File: src/design/tcb_pkg.sv
// TCB subsystem shared definitions
// bus widths, vector types and the register block map

package tcb_pkg;

  ////////////////////////////////////////////////////////////////////////////
  // bus widths
  ////////////////////////////////////////////////////////////////////////////

  // byte address
  localparam int unsigned tcb_aw = 32;
  // data word
  localparam int unsigned tcb_dw = 32;
  // one enable per byte lane
  localparam int unsigned tcb_bw = tcb_dw / 8;

  ////////////////////////////////////////////////////////////////////////////
  // vector types
  ////////////////////////////////////////////////////////////////////////////

  typedef logic [tcb_aw-1:0] adr_t;
  typedef logic [tcb_dw-1:0] dat_t;
  typedef logic [tcb_bw-1:0] ben_t;

  ////////////////////////////////////////////////////////////////////////////
  // register block map
  ////////////////////////////////////////////////////////////////////////////

  // word offset inside the register block, taken from adr[3:2]
  typedef logic [1:0] csr_ofs_t;

  // value seen when reading the identifier
  localparam dat_t csr_id_value = 32'h7cb5_0100;

  // word offsets
  localparam csr_ofs_t csr_ofs_scratch0 = 2'd0;
  localparam csr_ofs_t csr_ofs_scratch1 = 2'd1;
  localparam csr_ofs_t csr_ofs_id       = 2'd2;
  // offset 3 has no register behind it

endpackage : tcb_pkg
File: src/design/tcb_if.sv
// TCB interface
// request fields from the manager, ready plus the delayed response
// from the device, one-cycle read latency

`timescale 1ns/10ps

interface tcb_if
  import tcb_pkg::*;
(
  input logic sub,
  input logic rst_n
);

  // request phase
  logic vld;
  logic wen;
  adr_t adr;
  ben_t ben;
  dat_t wdt;
  // backpressure, also request phase
  logic rdy;

  // response phase, one cycle after the transfer
  dat_t rdt;
  logic err;

  // manager side drives the request
  modport mgr (
    input  sub,
    input  rst_n,
    output vld,
    output wen,
    output adr,
    output ben,
    output wdt,
    input  rdy,
    input  rdt,
    input  err
  );

  // device side answers
  modport dev (
    input  sub,
    input  rst_n,
    input  vld,
    input  wen,
    input  adr,
    input  ben,
    input  wdt,
    output rdy,
    output rdt,
    output err
  );

endinterface : tcb_if

File: src/design/tcb_csr.sv
// TCB control/status register block
// two byte-enabled scratch registers and a read-only identifier,
// bad accesses are flagged on err

`timescale 1ns/10ps

module tcb_csr
  import tcb_pkg::*;
(
  tcb_if.dev bus
);

  // scratch0 at index 0, scratch1 at index 1
  dat_t     scratch [2];

  logic     trn;
  csr_ofs_t ofs;
  dat_t     rd_data;
  logic     acc_err;

  assign trn = bus.vld & bus.rdy;
  assign ofs = bus.adr[3:2];

  ////////////////////////////////////////////////////////////////////////////
  // decode
  ////////////////////////////////////////////////////////////////////////////

  always_comb begin
    rd_data = '0;
    acc_err = 1'b0;
    case (ofs)
      csr_ofs_scratch0: rd_data = scratch[0];
      csr_ofs_scratch1: rd_data = scratch[1];
      csr_ofs_id: begin
        rd_data = csr_id_value;
        // identifier is read only
        acc_err = bus.wen;
      end
      // offset 3, nothing there
      default: acc_err = 1'b1;
    endcase
  end

  ////////////////////////////////////////////////////////////////////////////
  // scratch registers
  ////////////////////////////////////////////////////////////////////////////

  for (genvar r = 0; r < 2; r++) begin : g_scratch
    always_ff @(posedge bus.sub or negedge bus.rst_n) begin
      if (!bus.rst_n) begin
        scratch[r] <= '0;
      end else if (trn && bus.wen && (ofs == csr_ofs_t'(r))) begin
        for (int b = 0; b < tcb_bw; b++) begin
          if (bus.ben[b]) begin
            scratch[r][8*b +: 8] <= bus.wdt[8*b +: 8];
          end
        end
      end
    end
  end

  ////////////////////////////////////////////////////////////////////////////
  // response
  ////////////////////////////////////////////////////////////////////////////

  // data for good reads only, zero on writes and errors
  always_ff @(posedge bus.sub or negedge bus.rst_n) begin
    if (!bus.rst_n) begin
      bus.rdt <= '0;
      bus.err <= 1'b0;
    end else begin
      // err pulses for one cycle per failed transfer
      bus.err <= trn & acc_err;
      if (trn) begin
        bus.rdt <= (bus.wen || acc_err) ? '0 : rd_data;
      end
    end
  end

  // always ready
  assign bus.rdy = 1'b1;

endmodule : tcb_csr

File: src/flat_wrapper.sv
// flat-port wrapper written by rule: the top's interface ports become plain ports
module tcb_csr_flat import tcb_pkg::*;
  (sub, rst_n, bus_vld, bus_wen, bus_adr, bus_ben, bus_wdt, bus_rdy, bus_rdt, bus_err);
  tcb_if bus_i (.sub(sub), .rst_n(rst_n));
  input wire logic sub;
  input wire logic rst_n;
  input wire logic [$bits(bus_i.vld)-1:0] bus_vld;
  input wire logic [$bits(bus_i.wen)-1:0] bus_wen;
  input wire logic [$bits(bus_i.adr)-1:0] bus_adr;
  input wire logic [$bits(bus_i.ben)-1:0] bus_ben;
  input wire logic [$bits(bus_i.wdt)-1:0] bus_wdt;
  output wire logic [$bits(bus_i.rdy)-1:0] bus_rdy;
  output wire logic [$bits(bus_i.rdt)-1:0] bus_rdt;
  output wire logic [$bits(bus_i.err)-1:0] bus_err;
  assign bus_i.vld = bus_vld;
  assign bus_i.wen = bus_wen;
  assign bus_i.adr = bus_adr;
  assign bus_i.ben = bus_ben;
  assign bus_i.wdt = bus_wdt;
  assign bus_rdy = bus_i.rdy;
  assign bus_rdt = bus_i.rdt;
  assign bus_err = bus_i.err;
  tcb_csr u_core (.bus(bus_i));
endmodule
File: config.mk
export PLATFORM = sky130hd
export DESIGN_NAME = tcb_csr_flat
export DESIGN_NICKNAME = d
export VERILOG_FILES = /design/src/design/tcb_pkg.sv /design/src/design/tcb_if.sv /design/src/design/tcb_csr.sv /design/src/flat_wrapper.sv
export SDC_FILE = /design/constraint.sdc
export NUM_CORES = 1
export LEC_CHECK = 0
export BUFFER_PORTS_ARGS = -buffer_cell sky130_fd_sc_hd__buf_2
export CORE_MARGIN = 5
export CORE_UTILIZATION = 39
export DETAILED_ROUTE_END_ITERATION = 10
export SLEW_MARGIN = 20
export SYNTH_ARGS = -nofsm -noshare
export SYNTH_HDL_FRONTEND = slang
export SYNTH_SLANG_ARGS = --single-unit
File: constraint.sdc
create_clock -name sub -period 1.3 [get_ports sub]
set_clock_uncertainty 0.15 [all_clocks]
set_input_delay 0.39 -clock sub [delete_from_list [all_inputs] [get_ports sub]]
set_output_delay 0.39 -clock sub [all_outputs]
set_load 0.05 [all_outputs]
==> results of run 1 <==
-- how the worst max path moves through the flow --
stage / startpoint / endpoint / slack (ns) / cells after the start
2_1_floorplan: bus_adr[2] / u_core.scratch[32] / -0.33 / 5
3_3_place_gp: bus_adr[3] / u_core.scratch[36] / -0.45 / 5
3_5_place_dp: bus_adr[3] / u_core.scratch[51] / -0.47 / 5
4_1_cts: u_core.bus.rdt[27] / bus_rdt[27] / -0.21 / 1
5_1_grt: u_core.bus.rdt[8] / bus_rdt[8] / -0.23 / 1
6_report: u_core.bus.rdt[8] / bus_rdt[8] / -0.19 / 1
-- area by class of cell --
| class | instances | area, µm² |
|---|---|---|
| multi-input combinational | 158 | 1860 |
| clock buffer | 12 | 145 |
| fill | 882 | 4520 |
| tap | 136 | 170 |
| timing repair buffer | 120 | 1040 |
| sequential | 97 | 2430 |
| inverter | 34 | 128 |
| clock inverter | 4 | 76.3 |
-- logic make-up (layout without fill, tap and decap cells) --
| group | Yosys count | after routing | synth area share [%] |
|---|---|---|---|
| flops | 97 | 97 | 58.1 |
| mux | 85 | 85 | 22.3 |
| buf+inv | 50 | 170 | 5.15 |
| compound gates | 44 | 44 | 7.67 |
| simple gates | 28 | 28 | 6.71 |
| other cells | 1 | 1 | 0.0898 |
-- timing repair --
action / in CTS / in global routing
hold endpoints to repair: 97 / 0
resized for setup: 88 / 28
hold buffers: 1 / 0
pin swaps: 4 / 6
cloned: 0 / 0
endpoints found under the setup margin: 92 / 75
setup buffers: 14 / 9
-- registers in the layout, indices dropped and copies added, names as in the netlist --
register and flops:
u_core.bus.err 1, u_core.scratch 64, u_core.bus.rdt 32
-- power breakdown --
group | switching, µW | leakage [µW] | internal (µW)
sequential | 325 | 0.00123 | 3570
clock | 1060 | 0.000107 | 1140
combinational | 884 | 0.00153 | 1130
total | 2270 | 0.00287 | 5840
-- cells in the mapped netlist, drive strengths merged --
| cell type | instances | area [µm²] |
|---|---|---|
| mux2i | 21 | 210 |
| o211a | 1 | 10.0 |
| o32ai | 11 | 96.3 |
| buf | 11 | 68.8 |
| nor2 | 19 | 184 |
| nand2 | 1 | 3.75 |
| or2 | 1 | 6.26 |
| inv | 34 | 128 |
| nand3 | 6 | 80.1 |
| dfrtp | 97 | 2430 |
| o22ai | 21 | 131 |
| conb | 1 | 3.75 |
| clkbuf | 5 | 18.8 |
| nand2b | 1 | 6.26 |
| mux2 | 64 | 721 |
| a21boi | 11 | 82.6 |
-- stage by stage --
step                      worst slack [ns]  setup TNS (ns)
final                               -0.193           -6.01
after global routing                -0.227           -7.59
after CTS                           -0.212           -6.31
after detailed placement            -0.474          -35.68
after global placement              -0.448          -34.33
after floorplan                     -0.328          -17.89
-- layer usage --
metal  wire length [µm]  share of wire [%]
met4                175                1.8
met2               4660                 48
met5                  0                  0
met3                341                3.5
met1               4480                 46
==> summary.md, run 1 <==
| Metric | Value |
|---|---|
| Hold wc startpoint | bus_wdt[23] |
| 1st-pass router iterations | 4 |
| Root buffer cell | clkbuf_8 |
| Antenna cells | 0 |
| Final antenna-violating net count | 0 |
| Slowest stage cell, crit path | dfrtp_1 |
| FF+latch count, synth | 97 |
| Clock Pin Slew Worst Setup and Hold Paths | 0.09 ns |
| Total CTS buffers | 9 |
| Max-cap violation count | 0 |
| Setup CP Type | flip-flop to output port |
| Most common cell after layout, fill and taps aside | dfrtp_1 |
| Worst skew pair latency | 0.37 ns |
| First-pass GRT wire length | 15.3 mm |
| GPL Wtd Cong | 0.732 |
| Wirelength per Cell | 17.2 µm |
| Post-layout util | 56.4% |
| Crit path max fanout | 2 |
| Nets | 492 |
| FF-to-FF path depth | 2 |
| PD cells | 1390 nW/µm² |
| CTS Sinks | 97 |
| Met3 Use GR | 2.23% |
| Die area | 12900 µm² |
| R2r startpoint | u_core.scratch[23] |
| Final hold violations | 0 |
| Worst R2R Setup Slack | 0.24 ns |
| Row count | 37 |
| CP required | 0.76 ns |
| Min Tclk post-route | 1.49 ns |
| Vias in the first global route | 3001 |
| Area grow syn2layout | 40.0% |
| CP Cell Sequence | buf_6 |
| IO Port Bufs | 74 |
| GR peak layer | met2 |
| DRC viols | 0 |
| Non-Filler Cell Area, Final | 5850 µm² |
| Reg-to-Reg End | u_core.bus.rdt[23] |
| Routed vias | 2779 |
| Placed instance count | 521 |
| Syn_area_per_cell | 13.7 µm² |
| Worst setup EP type | output port |
| Clock Tree Buf Depth | 2 |
| Setup ws final | -0.193 ns |
| Die Ht | 114 µm |
| Non-filler instance count after layout | 561 |
| Placement Cell Area | 5020 µm² |
| IO Count | 106 |
| Worst setup SP type | flip-flop |
| CP bufs+invs | 1 |
| Layout cells sized above 1 | 52.0% |
| Die W | 114 µm |
| Hold EP | u_core.scratch[23] |
| CORE AREA | 10400 µm² |
| RSZ-0062 raised after global routing | yes |
| Syn. warnings | 0 |
| Failing checks | setup timing |
| CTS H-tree lvls | 3 |
| Overall Global Routing Usage | 15.0% |
| CTS tree | built |
| Final wirelength | 9.65 mm |
| Fin. max-slew vios | 0 |
| Total gr overflow | 0 |
| Fmax | 670 MHz |
| Global Route met2 Usage | 24.0% |
| Starting density of the core | 40.3% |
| Initial antenna violation count | 0 |
| CP delay by family, top | flip-flops |
| Hold Path Depth | 2 |
| Hold crit path type | input pin to flip-flop |
| Pin count of the biggest net entering global routing | 53 |
| CP arrival | 0.95 ns |
| Leakage power | 0.00287 µW |
| Vias/cell | 4.95 |
| Post-DP HPWL | 6.43 mm |
| Final setup fails | 64 |
| Status | complete, but fails checks |
| IR drop worst, VDD | 661 µV |
| Mapped Area | 4180 µm² |
| Syn_nets | 377 |
| CP peak stage delay | 0.42 ns |
| Period utilization | 115% |
| Mapped Cells | 305 |
| Synth cell types | 22 |
| Worst hold slack | 0.113 ns |
| Initial drt markers | 91 |
| Sequential share of the synthesized area | 58.1% |
| Met1 Use GR | 20.3% |
| Leading cell types in the layout, fill and taps excluded | 97 x dfrtp_1, 64 x mux2_4, 39 x buf_4 |
| Tot Pwr | 8110 µW |
Note: power is estimated with default switching activity, not from simulation.
==> run 2: changes to the inputs <==
--- a/config.mk
+++ b/config.mk
@@ -6,7 +6,7 @@
 export NUM_CORES = 1
 export LEC_CHECK = 0
 export BUFFER_PORTS_ARGS = -buffer_cell sky130_fd_sc_hd__buf_2
-export CORE_MARGIN = 5
+export CORE_MARGIN = 1.5
 export CORE_UTILIZATION = 39
 export DETAILED_ROUTE_END_ITERATION = 10
 export SLEW_MARGIN = 20
==> run 2 against run 1 <==
  * The flow still finishes with violations (setup timing)
  * Maximum frequency rose by 0.62%
  * Clock power fell by 4%
  * Sequential share of layout area rose by 1.1 points
  * Flip-flop and latch count did not move
  * Global-route usage rose by 1.7 points
  * Routed wire length fell by 5.8%
  * Cell count fell by 1.6%
  * Count of clock-buffer cells in the layout did not move
  * Power fell by 2.0%
  * Worst hold slack improved by 0.012 ns
  * Critical path type unchanged
==> summary.md, run 2 (same netlist as run 1, synthesis figures left out) <==
| Metric | Value |
|---|---|
| Clock power frac | 26.6% |
| DRC viols | 0 |
| Fillers | 894 |
| CORE AREA | 10400 µm² |
| Fin. max-slew vios | 0 |
| DP Worst Slack | -0.466 ns |
| Slowest stage cell, crit path | dfrtp_1 |
| Min Tclk post-route | 1.48 ns |
| Root buffer cell | clkbuf_8 |
| Hold crit path type | input pin to flip-flop |
| Nets | 484 |
| Antenna cells | 0 |
| Net switching power | 2170 µW |
| CTS tree | built |
| IO Count | 106 |
| Final setup fails | 65 |
| Clock Pin Slew Worst Setup and Hold Paths | 0.09 ns |
| Die area | 11300 µm² |
| CP Cell Sequence | buf_6 |
| 1st-pass router iterations | 4 |
| Wirelength per Cell | 16.5 µm |
| PD cells | 1390 nW/µm² |
| Worst skew pair latency | 0.36 ns |
| Starting density of the core | 40.3% |
| Period utilization | 114% |
| Area grow syn2layout | 36.4% |
| Crit path max fanout | 2 |
| Initial antenna violation count | 0 |
| Worst setup EP type | output port |
| Vias/cell | 4.91 |
| First-pass GRT wire length | 14.5 mm |
| CTS H-tree lvls | 3 |
| Final hold violations | 0 |
| GPL Wtd Cong | 0.737 |
| CP arrival | 0.94 ns |
| Routed vias | 2712 |
| Setup TNS | -5.99 ns |
| Max-cap violation count | 0 |
| Fmax | 674 MHz |
| Critical path origin | u_core.bus.rdt[27] |
| Total gr overflow | 0 |
| Overall Global Routing Usage | 16.8% |
| Met1 Use GR | 23.9% |
| Post-layout util | 54.9% |
| Row count | 37 |
| CP bufs+invs | 1 |
| Hold Path Depth | 2 |
| RSZ-0062 raised after global routing | yes |
| IO Port Bufs | 74 |
| Int Power | 5780 µW |
| R2r startpoint | u_core.bus.rdt[14] |
| Status | complete, but fails checks |
| Initial drt markers | 57 |
| Placement Cell Area | 4990 µm² |
| Post-DP HPWL | 6.16 mm |
| Pin count of the biggest net entering global routing | 46 |
| Flop pwr share | 49.0% |
| WP depth | 1 |
| Layout cells sized above 1 | 49.3% |
| Vias in the first global route | 2837 |
| Leading cell types in the layout, fill and taps excluded | 97 x dfrtp_1, 63 x mux2_4, 37 x buf_6 |
| CP peak stage delay | 0.42 ns |
| IR drop worst, VDD | 523 µV |
| Failing checks | setup timing |
| Met3 Use GR | 1.84% |
| Total CTS buffers | 9 |
| Setup ws final | -0.184 ns |
| FF-to-FF path depth | 4 |
| Final antenna-violating net count | 0 |
| Clock Tree Buf Depth | 2 |
| Most common cell after layout, fill and taps aside | dfrtp_1 |
| CP delay by family, top | flip-flops |
| Largest reg by FF count | u_core.scratch |
| GR peak layer | met2 |
| Non-Filler Cell Area, Final | 5700 µm² |
| Worst setup SP type | flip-flop |
| Die W | 107 µm |
| Number of flip-flops in the largest register | 64 |
| Top Registers | u_core.scratch (64), u_core.bus.rdt (32), u_core.bus.err (1) |
| Combinational share of power | 24.4% |
| Global Route met2 Usage | 25.5% |
| CTS Sinks | 97 |
| Hold wc startpoint | bus_wdt[31] |
| Final wirelength | 9.10 mm |
| Die Ht | 107 µm |
| Sw Ratio | 27.3% |
| CP required | 0.76 ns |
| Leakage power | 0.00279 µW |
| Setup CP Type | flip-flop to output port |
## run 2: cell types whose count changed in the layout (fill, tap and decap cells not counted), sizes merged
cell and change:
clkinvlp -1, buf -8
## run 2: layout make-up
class | count | area [µm²] | area share, %
Clock buffer | 12 | 145 | 2.55
Clock inverter | 3 | 65.1 | 1.14
Inverter | 34 | 128 | 2.24
Multi-Input combinational cell | 158 | 1800 | 31.6
Sequential cell | 97 | 2430 | 42.6
Tap cell | 136 | 170 | 2.99
Timing Repair Buffer | 112 | 962 | 16.9
## run 2: metrics by stage
step / power [µW] / hold slack, ns / cells
2_1_floorplan: 5060 / -0.0556 / 305
3_3_place_gp: 5500 / 0.0554 / 521
3_5_place_dp: 5550 / 0.0579 / 521
4_1_cts: 7920 / 0.0992 / 545
5_1_grt: 8300 / 0.109 / 552
6_report: 7950 / 0.125 / 552
## run 2: power by group through the flow
stage	logic, µW	registers (µW)	clock network [µW]
finish	1940	3900	2110
global route	2060	3960	2280
detailed placement	1630	3910	0
CTS	1850	3880	2190
floorplan	916	4140	0
global placement	1600	3900	0
## run 2: path summary, 6_finish.rpt
| path | endpoint | slack, ns |
|---|---|---|
| max in group asynchronous | u_core.scratch[11] | 0.32 |
| min in group asynchronous | u_core.bus.rdt[27] | 0.23 |
| worst max-delay path | bus_rdt[27] | -0.18 |
| worst min register to register | u_core.scratch[44] | 0.36 |
| worst max register to register | u_core.bus.rdt[14] | 0.26 |
| worst min-delay path | u_core.scratch[63] | 0.12 |
## run 2: timing repair
item	in CTS	in global routing
hold endpoints to repair	97	0
endpoints found under the setup margin	72	79
hold buffers	1	0
pin swaps	4	5
resized for setup	86	21
buffers inserted	8	7
## run 2: per-layer routing
layer	wire length (µm)	vias to the layer above
met1	4400	1368
met3	231	10
met2	4270	57
li1	-	1277
met5	0	-
met4	189	0
